--- config.mk ---
export PLATFORM = sky130hd
export DESIGN_NAME = p3ctrl_top
export DESIGN_NICKNAME = d
export VERILOG_FILES = /design/src/hdl/p3_agent_pkg.sv /design/src/hdl/p3_buf_pkg.sv /design/src/hdl/p3_token_queue.sv /design/src/hdl/p3_buf_tracker.sv /design/src/hdl/p3_agent_sched.sv /design/src/hdl/p3_sel_map.sv /design/src/hdl/p3ctrl_top.sv
export SDC_FILE = /design/constraint.sdc
export NUM_CORES = 1
export LEC_CHECK = 0
export BUFFER_PORTS_ARGS = -buffer_cell sky130_fd_sc_hd__buf_2
export CAP_MARGIN = 20
export CORE_AREA = 2 2 92 94
export CTS_CLUSTER_SIZE = 25
export DETAILED_ROUTE_END_ITERATION = 10
export DIE_AREA = 0 0 94 96
export PLACE_DENSITY = 0.63
export SYNTH_ARGS = -nofsm -noshare
export SYNTH_HDL_FRONTEND = slang
export SYNTH_SLANG_ARGS = --single-unit
--- constraint.sdc ---
create_clock -name clk -period 4.67 [get_ports clk]
set_input_delay 0.7005 -clock clk [delete_from_list [all_inputs] [get_ports clk]]
set_output_delay 0.7005 -clock clk [all_outputs]
set_load 0.05 [all_outputs]
--- src/hdl/p3_agent_pkg.sv ---
`default_nettype none

// Agent-side types of the buffer rotation controller
// The three agents are the snooper, the processor and the forwarder
package p3_agent_pkg;

    // Agent code as seen on the per-buffer owner selects
    typedef logic [1:0] agent_id_t;

    // Code 0 marks a buffer that no agent is working on
    localparam agent_id_t AGENT_NONE = 2'd0;
    localparam agent_id_t AGENT_SN   = 2'd1;
    localparam agent_id_t AGENT_CPU  = 2'd2;
    localparam agent_id_t AGENT_FWD  = 2'd3;

    // Done events, already agreed with the agent, one strobe each
    // The processor ends a job with either an accept or a reject
    typedef struct packed {
        logic a_done;
        logic b_acc;
        logic b_rej;
        logic c_done;
    } done_ev_t;

    // One bit per agent, used for ready levels, acks and busy flags
    typedef struct packed {
        logic a;
        logic b;
        logic c;
    } agent_flags_t;

endpackage

`default_nettype wire

--- src/hdl/p3_buf_pkg.sv ---
`default_nettype none

// Buffer-side types of the buffer rotation controller
// Tokens that circulate between the queues are buffer identifiers
package p3_buf_pkg;

    // Number of packet buffers in rotation
    localparam int NUM_BUFS = 3;

    // Buffer identifier, also the mux select that an agent uses
    typedef logic [1:0] buf_id_t;

    localparam buf_id_t BUF_PING = 2'd0;
    localparam buf_id_t BUF_PANG = 2'd1;
    localparam buf_id_t BUF_PONG = 2'd2;

    // Agent view: which buffer sits at the head of each agent queue
    typedef struct packed {
        buf_id_t sn;
        buf_id_t cpu;
        buf_id_t fwd;
    } agent_sel_t;

    // Buffer view: which agent is active on each buffer, 0 for none
    typedef struct packed {
        p3_agent_pkg::agent_id_t ping;
        p3_agent_pkg::agent_id_t pang;
        p3_agent_pkg::agent_id_t pong;
    } owner_sel_t;

endpackage

`default_nettype wire

--- src/hdl/p3_token_queue.sv ---
`timescale 1ns/10ps
`default_nettype none

// FIFO of buffer tokens with two enqueue ports and one dequeue strobe
// The head is read straight from the storage registers
module p3_token_queue #(
    parameter int QUEUE_DEPTH = 4,
    parameter bit INIT_FULL   = 1'b0
) (
    input  wire                      clk,
    input  wire                      rst,
    input  wire                      enq0_i,
    input  wire p3_buf_pkg::buf_id_t tok0_i,
    input  wire                      enq1_i,
    input  wire p3_buf_pkg::buf_id_t tok1_i,
    input  wire                      deq_i,
    output p3_buf_pkg::buf_id_t      head_o
);

    localparam int PTR_W = (QUEUE_DEPTH > 1) ? $clog2(QUEUE_DEPTH) : 1;
    localparam int CNT_W = $clog2(QUEUE_DEPTH + 1);

    typedef logic [PTR_W-1:0] ptr_t;
    typedef logic [CNT_W-1:0] cnt_t;

    p3_buf_pkg::buf_id_t mem [QUEUE_DEPTH];
    ptr_t rd_ptr;
    ptr_t wr_ptr;
    ptr_t wr_ptr_1;
    ptr_t wr_ptr_nxt;
    cnt_t count;

    // Pointer step with wrap, the depth need not be a power of two
    function automatic ptr_t ptr_inc(ptr_t p);
        return (p == ptr_t'(QUEUE_DEPTH - 1)) ? '0 : p + 1'b1;
    endfunction

    // Port 0 takes the first free slot, port 1 the one after it if both fire
    assign wr_ptr_1   = enq0_i ? ptr_inc(wr_ptr) : wr_ptr;
    assign wr_ptr_nxt = enq1_i ? ptr_inc(wr_ptr_1) : wr_ptr_1;

    always_ff @(posedge clk) begin
        if (rst) begin
            // Slots start as ping, pang, pong in order
            // The count decides whether these tokens are live
            for (int i = 0; i < QUEUE_DEPTH; i++) begin
                mem[i] <= (i < p3_buf_pkg::NUM_BUFS) ? p3_buf_pkg::buf_id_t'(i)
                                                     : p3_buf_pkg::BUF_PING;
            end
            rd_ptr <= '0;
            wr_ptr <= INIT_FULL ? ptr_t'(p3_buf_pkg::NUM_BUFS % QUEUE_DEPTH) : '0;
            count  <= INIT_FULL ? cnt_t'(p3_buf_pkg::NUM_BUFS) : '0;
        end else begin
            if (enq0_i) begin
                mem[wr_ptr] <= tok0_i;
            end
            if (enq1_i) begin
                mem[wr_ptr_1] <= tok1_i;
            end
            if (deq_i) begin
                rd_ptr <= ptr_inc(rd_ptr);
            end
            wr_ptr <= wr_ptr_nxt;
            count  <= count + cnt_t'(enq0_i) + cnt_t'(enq1_i) - cnt_t'(deq_i);
        end
    end

    assign head_o = mem[rd_ptr];

    // All three buffers fit at once, so a push past the depth is a routing fault
    a_no_overflow: assert property (@(posedge clk) disable iff (rst)
        int'(count) + int'(enq0_i) + int'(enq1_i) <= QUEUE_DEPTH + int'(deq_i))
        else $error("token queue overflow");

    // A done strobe only comes from an agent that holds this queue's head
    a_no_underflow: assert property (@(posedge clk) disable iff (rst)
        deq_i |-> (count != '0))
        else $error("token queue dequeue while empty");

    // Each buffer has one owner, so two tokens arriving together differ
    a_distinct_enq: assert property (@(posedge clk) disable iff (rst)
        (enq0_i && enq1_i) |-> (tok0_i != tok1_i))
        else $error("same buffer token enqueued twice");

endmodule

`default_nettype wire

--- src/hdl/p3_buf_tracker.sv ---
`timescale 1ns/10ps
`default_nettype none

// Token queues of the three agents and the routing between them
// A done event pops the agent's head and pushes it to the next agent
module p3_buf_tracker #(
    parameter int QUEUE_DEPTH = 4
) (
    input  wire                         clk,
    input  wire                         rst,
    input  wire p3_agent_pkg::done_ev_t ev_i,
    output p3_buf_pkg::agent_sel_t      agent_sel_o
);

    p3_buf_pkg::agent_sel_t heads;

    // Snooper queue holds every buffer after reset
    // Rejected packets and forwarded ones both come back here
    p3_token_queue #(
        .QUEUE_DEPTH (QUEUE_DEPTH),
        .INIT_FULL   (1'b1)
    ) i_sn_q (
        .clk    (clk),
        .rst    (rst),
        .enq0_i (ev_i.b_rej),
        .tok0_i (heads.cpu),
        .enq1_i (ev_i.c_done),
        .tok1_i (heads.fwd),
        .deq_i  (ev_i.a_done),
        .head_o (heads.sn)
    );

    // Processor queue is fed only by the snooper
    p3_token_queue #(
        .QUEUE_DEPTH (QUEUE_DEPTH),
        .INIT_FULL   (1'b0)
    ) i_cpu_q (
        .clk    (clk),
        .rst    (rst),
        .enq0_i (ev_i.a_done),
        .tok0_i (heads.sn),
        .enq1_i (1'b0),
        .tok1_i (p3_buf_pkg::BUF_PING),
        .deq_i  (ev_i.b_acc | ev_i.b_rej),
        .head_o (heads.cpu)
    );

    // Forwarder queue only sees accepted packets
    p3_token_queue #(
        .QUEUE_DEPTH (QUEUE_DEPTH),
        .INIT_FULL   (1'b0)
    ) i_fwd_q (
        .clk    (clk),
        .rst    (rst),
        .enq0_i (ev_i.b_acc),
        .tok0_i (heads.cpu),
        .enq1_i (1'b0),
        .tok1_i (p3_buf_pkg::BUF_PING),
        .deq_i  (ev_i.c_done),
        .head_o (heads.fwd)
    );

    assign agent_sel_o = heads;

endmodule

`default_nettype wire

--- src/hdl/p3_agent_sched.sv ---
`timescale 1ns/10ps
`default_nettype none

// Per-agent scheduling: waiting counts, ready levels and busy flags
// The count is the number of buffers queued for an agent and not yet started
module p3_agent_sched (
    input  wire                             clk,
    input  wire                             rst,
    input  wire p3_agent_pkg::done_ev_t     ev_i,
    input  wire p3_agent_pkg::agent_flags_t rdy_ack_i,
    output p3_agent_pkg::agent_flags_t      rdy_o,
    output p3_agent_pkg::agent_flags_t      busy_o
);

    // One spare bit above NUM_BUFS so a bad count is visible and does not wrap
    localparam int CNT_W = $clog2(p3_buf_pkg::NUM_BUFS + 2);

    typedef logic [CNT_W-1:0] cnt_t;

    cnt_t cnt_a;
    cnt_t cnt_b;
    cnt_t cnt_c;
    p3_agent_pkg::agent_flags_t busy_q;
    p3_agent_pkg::agent_flags_t start;
    logic b_done;

    // Processor finishes on either verdict
    assign b_done = ev_i.b_acc | ev_i.b_rej;

    // Ready waits for a queued buffer and an idle agent
    // It stays up while the agent withholds its ack
    assign rdy_o.a = (cnt_a != '0) && !busy_q.a;
    assign rdy_o.b = (cnt_b != '0) && !busy_q.b;
    assign rdy_o.c = (cnt_c != '0) && !busy_q.c;

    // Start event is the ready/ack cycle
    assign start = rdy_o & rdy_ack_i;

    always_ff @(posedge clk) begin
        if (rst) begin
            // All buffers are empty and wait for the snooper
            cnt_a  <= cnt_t'(p3_buf_pkg::NUM_BUFS);
            cnt_b  <= '0;
            cnt_c  <= '0;
            busy_q <= '0;
        end else begin
            // Snooper gets buffers back from rejects and from the forwarder
            cnt_a <= cnt_a + cnt_t'(ev_i.b_rej) + cnt_t'(ev_i.c_done) - cnt_t'(start.a);
            cnt_b <= cnt_b + cnt_t'(ev_i.a_done) - cnt_t'(start.b);
            cnt_c <= cnt_c + cnt_t'(ev_i.b_acc) - cnt_t'(start.c);

            // Start needs idle and done needs busy, so both never meet
            busy_q.a <= start.a | (busy_q.a & ~ev_i.a_done);
            busy_q.b <= start.b | (busy_q.b & ~b_done);
            busy_q.c <= start.c | (busy_q.c & ~ev_i.c_done);
        end
    end

    assign busy_o = busy_q;

    // No agent can have more buffers waiting than exist
    a_cnt_bound: assert property (@(posedge clk) disable iff (rst)
        (cnt_a <= cnt_t'(p3_buf_pkg::NUM_BUFS)) &&
        (cnt_b <= cnt_t'(p3_buf_pkg::NUM_BUFS)) &&
        (cnt_c <= cnt_t'(p3_buf_pkg::NUM_BUFS)))
        else $error("agent waiting count above buffer count");

    // Done only from an agent that was started and has not yet finished
    // The tracker pops heads on these strobes, so a stray one corrupts the queues
    a_done_busy: assert property (@(posedge clk) disable iff (rst)
        (!ev_i.a_done || busy_q.a) &&
        (!b_done || busy_q.b) &&
        (!ev_i.c_done || busy_q.c))
        else $error("done strobe from an idle agent");

    // Processor gives one verdict per packet
    a_one_verdict: assert property (@(posedge clk) disable iff (rst)
        !(ev_i.b_acc && ev_i.b_rej))
        else $error("processor accept and reject together");

endmodule

`default_nettype wire

--- src/hdl/p3_sel_map.sv ---
`timescale 1ns/10ps
`default_nettype none

// Turns the per-agent buffer selects into per-buffer owner selects
// Only busy agents own a buffer, an idle agent's head is just waiting
module p3_sel_map (
    input  wire p3_buf_pkg::agent_sel_t     agent_sel_i,
    input  wire p3_agent_pkg::agent_flags_t busy_i,
    output p3_buf_pkg::owner_sel_t          owner_sel_o
);

    logic clash;

    // Code of the busy agent working on buffer b, or none
    function automatic p3_agent_pkg::agent_id_t owner_of(
        p3_buf_pkg::agent_sel_t     sel,
        p3_agent_pkg::agent_flags_t busy,
        p3_buf_pkg::buf_id_t        b
    );
        p3_agent_pkg::agent_id_t id;
        id = p3_agent_pkg::AGENT_NONE;
        if (busy.a && (sel.sn == b)) begin
            id = p3_agent_pkg::AGENT_SN;
        end else if (busy.b && (sel.cpu == b)) begin
            id = p3_agent_pkg::AGENT_CPU;
        end else if (busy.c && (sel.fwd == b)) begin
            id = p3_agent_pkg::AGENT_FWD;
        end
        return id;
    endfunction

    assign owner_sel_o.ping = owner_of(agent_sel_i, busy_i, p3_buf_pkg::BUF_PING);
    assign owner_sel_o.pang = owner_of(agent_sel_i, busy_i, p3_buf_pkg::BUF_PANG);
    assign owner_sel_o.pong = owner_of(agent_sel_i, busy_i, p3_buf_pkg::BUF_PONG);

    // Heads come from the tracker and busy from the scheduler
    // Two busy agents on one buffer means the two have drifted apart
    always_comb begin
        clash = (busy_i.a && busy_i.b && (agent_sel_i.sn == agent_sel_i.cpu)) ||
                (busy_i.a && busy_i.c && (agent_sel_i.sn == agent_sel_i.fwd)) ||
                (busy_i.b && busy_i.c && (agent_sel_i.cpu == agent_sel_i.fwd));
        // Unknown flags before the first reset edge are not a clash
        a_no_share: assert final (clash !== 1'b1)
            else $error("two busy agents on one buffer");
    end

endmodule

`default_nettype wire

--- src/hdl/p3ctrl_top.sv ---
`timescale 1ns/10ps
`default_nettype none

// Buffer rotation controller of the packet filter core
// Scheduler and tracker run side by side on the same done events
module p3ctrl_top #(
    parameter int QUEUE_DEPTH = 4
) (
    input  wire                             clk,
    input  wire                             rst,
    input  wire                             a_done_i,
    input  wire                             b_acc_i,
    input  wire                             b_rej_i,
    input  wire                             c_done_i,
    input  wire p3_agent_pkg::agent_flags_t rdy_ack_i,
    output p3_agent_pkg::agent_flags_t      rdy_o,
    output p3_buf_pkg::agent_sel_t          agent_sel_o,
    output p3_buf_pkg::owner_sel_t          owner_sel_o
);

    wire p3_agent_pkg::done_ev_t     ev;
    wire p3_agent_pkg::agent_flags_t busy;
    wire p3_buf_pkg::agent_sel_t     agent_sel;

    // Done strobes are bundled as they come, no ack is needed
    assign ev = '{a_done: a_done_i, b_acc: b_acc_i, b_rej: b_rej_i, c_done: c_done_i};

    p3_agent_sched i_sched (
        .clk       (clk),
        .rst       (rst),
        .ev_i      (ev),
        .rdy_ack_i (rdy_ack_i),
        .rdy_o     (rdy_o),
        .busy_o    (busy)
    );

    p3_buf_tracker #(
        .QUEUE_DEPTH (QUEUE_DEPTH)
    ) i_tracker (
        .clk         (clk),
        .rst         (rst),
        .ev_i        (ev),
        .agent_sel_o (agent_sel)
    );

    // Agent view goes out as is, buffer view is derived from it
    p3_sel_map i_sel_map (
        .agent_sel_i (agent_sel),
        .busy_i      (busy),
        .owner_sel_o (owner_sel_o)
    );

    assign agent_sel_o = agent_sel;

endmodule

`default_nettype wire

* After elaboration in Yosys (flattened, before gate mapping)
Memories as Yosys holds them, arrays and structs flattened. A register that Yosys moved wholly into a read port is not among the register bits. Index checks and enable logic that the tools add are counted.
Word-level totals: register bits after elaboration 24, memory bits (writable) 24, output and inout port bits 15, logic and storage cells 130, memories 3
Memories:
- i_tracker.i_cpu_q.mem | depth 4, width 2, read ports 1, clocked after Yosys merged registers in 1, write ports 4, line p3_token_queue.sv:26 | p3_buf_pkg::buf_id_t mem [QUEUE_DEPTH];
- i_tracker.i_fwd_q.mem | depth 4, width 2, read ports 1, clocked after Yosys merged registers in 1, write ports 4, line p3_token_queue.sv:26
- i_tracker.i_sn_q.mem | depth 4, width 2, read ports 1, clocked after Yosys merged registers in 1, write ports 4, line p3_token_queue.sv:26
Operators by class: $add $sub $neg 14, equal/unequal tests 13, muxes and demuxes 52, bitwise operators 11, reduce and logical (&&, ||, !) cells 25
Operators with widths (count):
- two-way mux 2 bit | 34
- equality test 2 bit (second input constant) | 10
- two-way mux 1 bit | 18
- adder 2 x 1 -> 2 bit (second input constant) | 7
- adder 3 x 1 -> 3 bit | 4
- logical AND 1 bit | 12
- nonzero test 3 bit | 3
- subtractor 3 x 1 -> 3 bit | 3
- OR reduction 2 bit | 4
- equality test 2 x 1 -> 1 bit (second input constant) | 3
- logical NOT 2 bit | 3
- bitwise OR 1 bit | 4
- bitwise AND 1 bit | 3
- bitwise AND 3 bit | 1
- logical NOT 1 bit | 3
- NOT 1 bit | 3

* Longest topological paths before layout
depth in word-level cells 6, depth in mapped cells 11

* Cells and area by module
Synthesis repeated with hierarchy kept, for this count alone.
Second synthesis, totals: cells, all modules 303, area total of the unflattened synthesis 3280.6 sq um
By module, submodules not included:
- p3_token_queue at i_tracker.i_fwd_q | times used 1, cells each 72, area an instance 830.8 sq um
- p3_token_queue at i_tracker.i_cpu_q | times used 1, cells each 78, area an instance 822.0 sq um
- p3_token_queue at i_tracker.i_sn_q | times used 1, cells each 69, area an instance 822.0 sq um
- p3_agent_sched | times used 1, cells each 64, area an instance 651.9 sq um
- p3_sel_map | times used 1, cells each 18, area an instance 143.9 sq um
- p3_buf_tracker | times used 1, cells each 2, area an instance 10.0 sq um

* Worst setup path before layout
OpenSTA, ideal clock, no wires.
path type register to output, start register (tool-made name), end output owner_sel_o[3] (netlist name), arrival time 2.505 ns, path slack 1.465 ns, stages on the path, launching flop included 7, buffers on the path 1, cell sequence dfxtp_1 -> clkbuf_2 -> mux2i_1 -> mux2_4 -> inv_1 -> nand3_1 -> a21boi_0
RTL lines:
- end: declaration | line p3ctrl_top.sv:18 | output p3_buf_pkg::owner_sel_t owner_sel_o

==> reports/metrics.cfg <==
[status]
outcome = completed

[clock_network]
tritoncts = built
clock_path_buffers = 2
clock_latency_ns = 0.31
cts.sinks = 54
ctsResizeCount = 0
hold_buffers = 0
post_cts_buffers = 0
h-tree-depth = 2
cts_buffers = 5
cts.clk_slew.worst_paths_ns = 0.10
clock-root-buffer = clkbuf_8

[sta]
timing.slew.headroom = 0.3636
setup_violations = 0
finalHoldViolations = 0
min_period_over_period = 0.6203
skew_ns = 0.01148
slew_viol_final = 0
worstMarginPinSlew_ns = 0.9547
fmax_ghz = 0.3452
finalSetupTns_ns = 0
rsz0062_at_grt = no
period_minus_slack_ns = 2.897

[min_path]
hold_path_class = reg2reg

[layout]
nFillCells = 807
layout-drive-gt1-share = 0.1601
final_nets = 308
diodes = 0
syn2layout_area_growth_pct = 10.34

[critical_path]
path_class = reg2out
crit_required_ns = 3.97
arrival_ns = 2.20
critPathCaptureType = output port
crit_fanout = 11
start_kind = flip-flop

[logic_synthesis]
seq_area_frac_synth = 0.4767
synthFlopType = dfxtp_1
yosysTopAreaCell = edfxtp_1
syn_area_per_cell_um2 = 10.46
ys_ff_latch = 54
ys_types = 46
synth_enable_flop_cells = 24
synthCells = 265
synth.most_common_cell = dfxtp_1
synth_area_leaders = edfxtp_1 (26%), dfxtp_1 (22%), ha_1 (6.8%)
yosysTopAreaCellShare = 0.2600
synth_common_cells = dfxtp_1 (30), nor2_1 (27), edfxtp_1 (24), inv_1 (19)
synth.cell_area_mm2 = 0.002771
yosysWarningCount = 0
synth_nets = 293
ys_async_sr_fraction = 0

[power_and_ir_drop]
power_frac_seq = 0.441
p_leak_nw = 1.267
intPower_uw = 890.4
comb_power_share = 0.354
power.total_mw = 1.411
vdd_drop_max_mv = 0.2751
p_sw_frac = 0.3691
p_switching_uw = 520.8
clockPowerShare = 0.205
p_per_area_mw_per_mm2 = 461.5

[floorplan]
fp.coreArea_mm2 = 0.008051
die_x_um = 94
start_util = 0.3442
dieHeight_um = 96
die_area_mm2 = 0.009024
pin_count = 24
rows = 33

[detailed_routing]
wl_per_cell_um = 13.50
drt_iter0_markers = 64
drc = 0
finalWirelength_um = 5210
drtAntennaViolNets = 0
vias = 1914
dr.pass1.iters = 4
viasPerCell = 4.959

[global_routing]
grt_pass1_wl_um = 8680
track_usage = 0.1248
grt_max_degree = 60
grt_pass1_vias = 1866
antenna_found_initial = 0
grt_overflow = 0

[placed_design]
dp_hpwl_um = 3878
portBuffers = 23
routabilityCongestion = 0.8634

[flow_run]
drv_cap = 0

## layout by cell type (no fill, tap or decap), drive strengths merged, types with 4 or more instances in the layout
cell,n
dfxtp,30
nor2,27
edfxtp,24
buf,23
inv,21
mux2i,15
ha,15
nand2,11
a21oi,9
nand3,8
nor3,8
nand2b,7
mux2,7
clkbuf,7
nand3b,5
nor4,5
xnor2,5
o21ai,4
o21bai,4
fa,4
## area by class of cell
cell class                 count  area (um2)  area share
tap                          105       131.4     0.04296
clock buffer                   7       97.59     0.03191
timing repair buffer          23       115.1     0.03764
inverter                      21       78.83     0.02578
multi-input combinational    175        1305      0.4268
sequential                    54        1321      0.4321
clock inverter                 1       8.758    0.002864
## layer usage
layer  GRT usage  wire (um)
met5           0          0
met4     0.04469        100
met3     0.02584        129
met2      0.2244       2656
met1      0.1477       2323
## cells by family after synthesis
family                     after synthesis  share of synthesized area
and+or+nand+nor                         90                     0.1711
DFF                                     54                     0.4768
AOI/OAI and AO/OA                       36                    0.08759
buffers and inverters                   36                    0.05237
muxes                                   23                    0.09345
adders and majority gates               19                    0.09662
xor gates and xnor gates                 7                    0.02212
## worst paths after layout
check / slack (ns) / start / cells past startpoint / endpoint
max: 1.77 / flip-flop / 6 / owner_sel_o[0]
min: 0.50 / i_tracker.i_cpu_q.rd_ptr[1] / 2 / i_tracker.i_cpu_q.rd_ptr[1]
max reg2reg: 2.38 / i_sched.cnt_a[1] / 9 / i_sched.cnt_a[1]
min reg2reg: 0.50 / i_tracker.i_cpu_q.rd_ptr[1] / 2 / i_tracker.i_cpu_q.rd_ptr[1]
## power by group through the flow
stage	clock, mW	combinational (mW)	sequential (mW)
after global routing	0.313	0.562	0.632
after floorplan	0	0.414	0.614
final	0.289	0.500	0.622
after CTS	0.296	0.508	0.623
after global placement	0	0.491	0.632
after detailed placement	0	0.504	0.633
## worst max-delay path, stage by stage, from the launching register on
cell and delay [ns]:
dfxtp_1 0.45, mux2i_1 0.21, mux2_2 0.32, inv_1 0.17, and3_1 0.21, o21ai_0 0.23, buf_2 0.31
## stage by stage
step | hold slack [ns] | utilization | instance area (um2) | cells | setup WS [ns]
floorplan | 0.4497 | - | 2771 | 265 | 1.465
global placement | 0.4755 | 0.3666 | 2952 | 378 | 2.031
detailed placement | 0.4821 | 0.3666 | 2952 | 378 | 1.980
CTS | 0.4958 | 0.3798 | 3058 | 386 | 1.753
global route | 0.5512 | 0.3798 | 3058 | 386 | 1.623
finish | 0.5014 | 0.3798 | 3058 | 386 | 1.773
(Power assumes the default switching activity.)
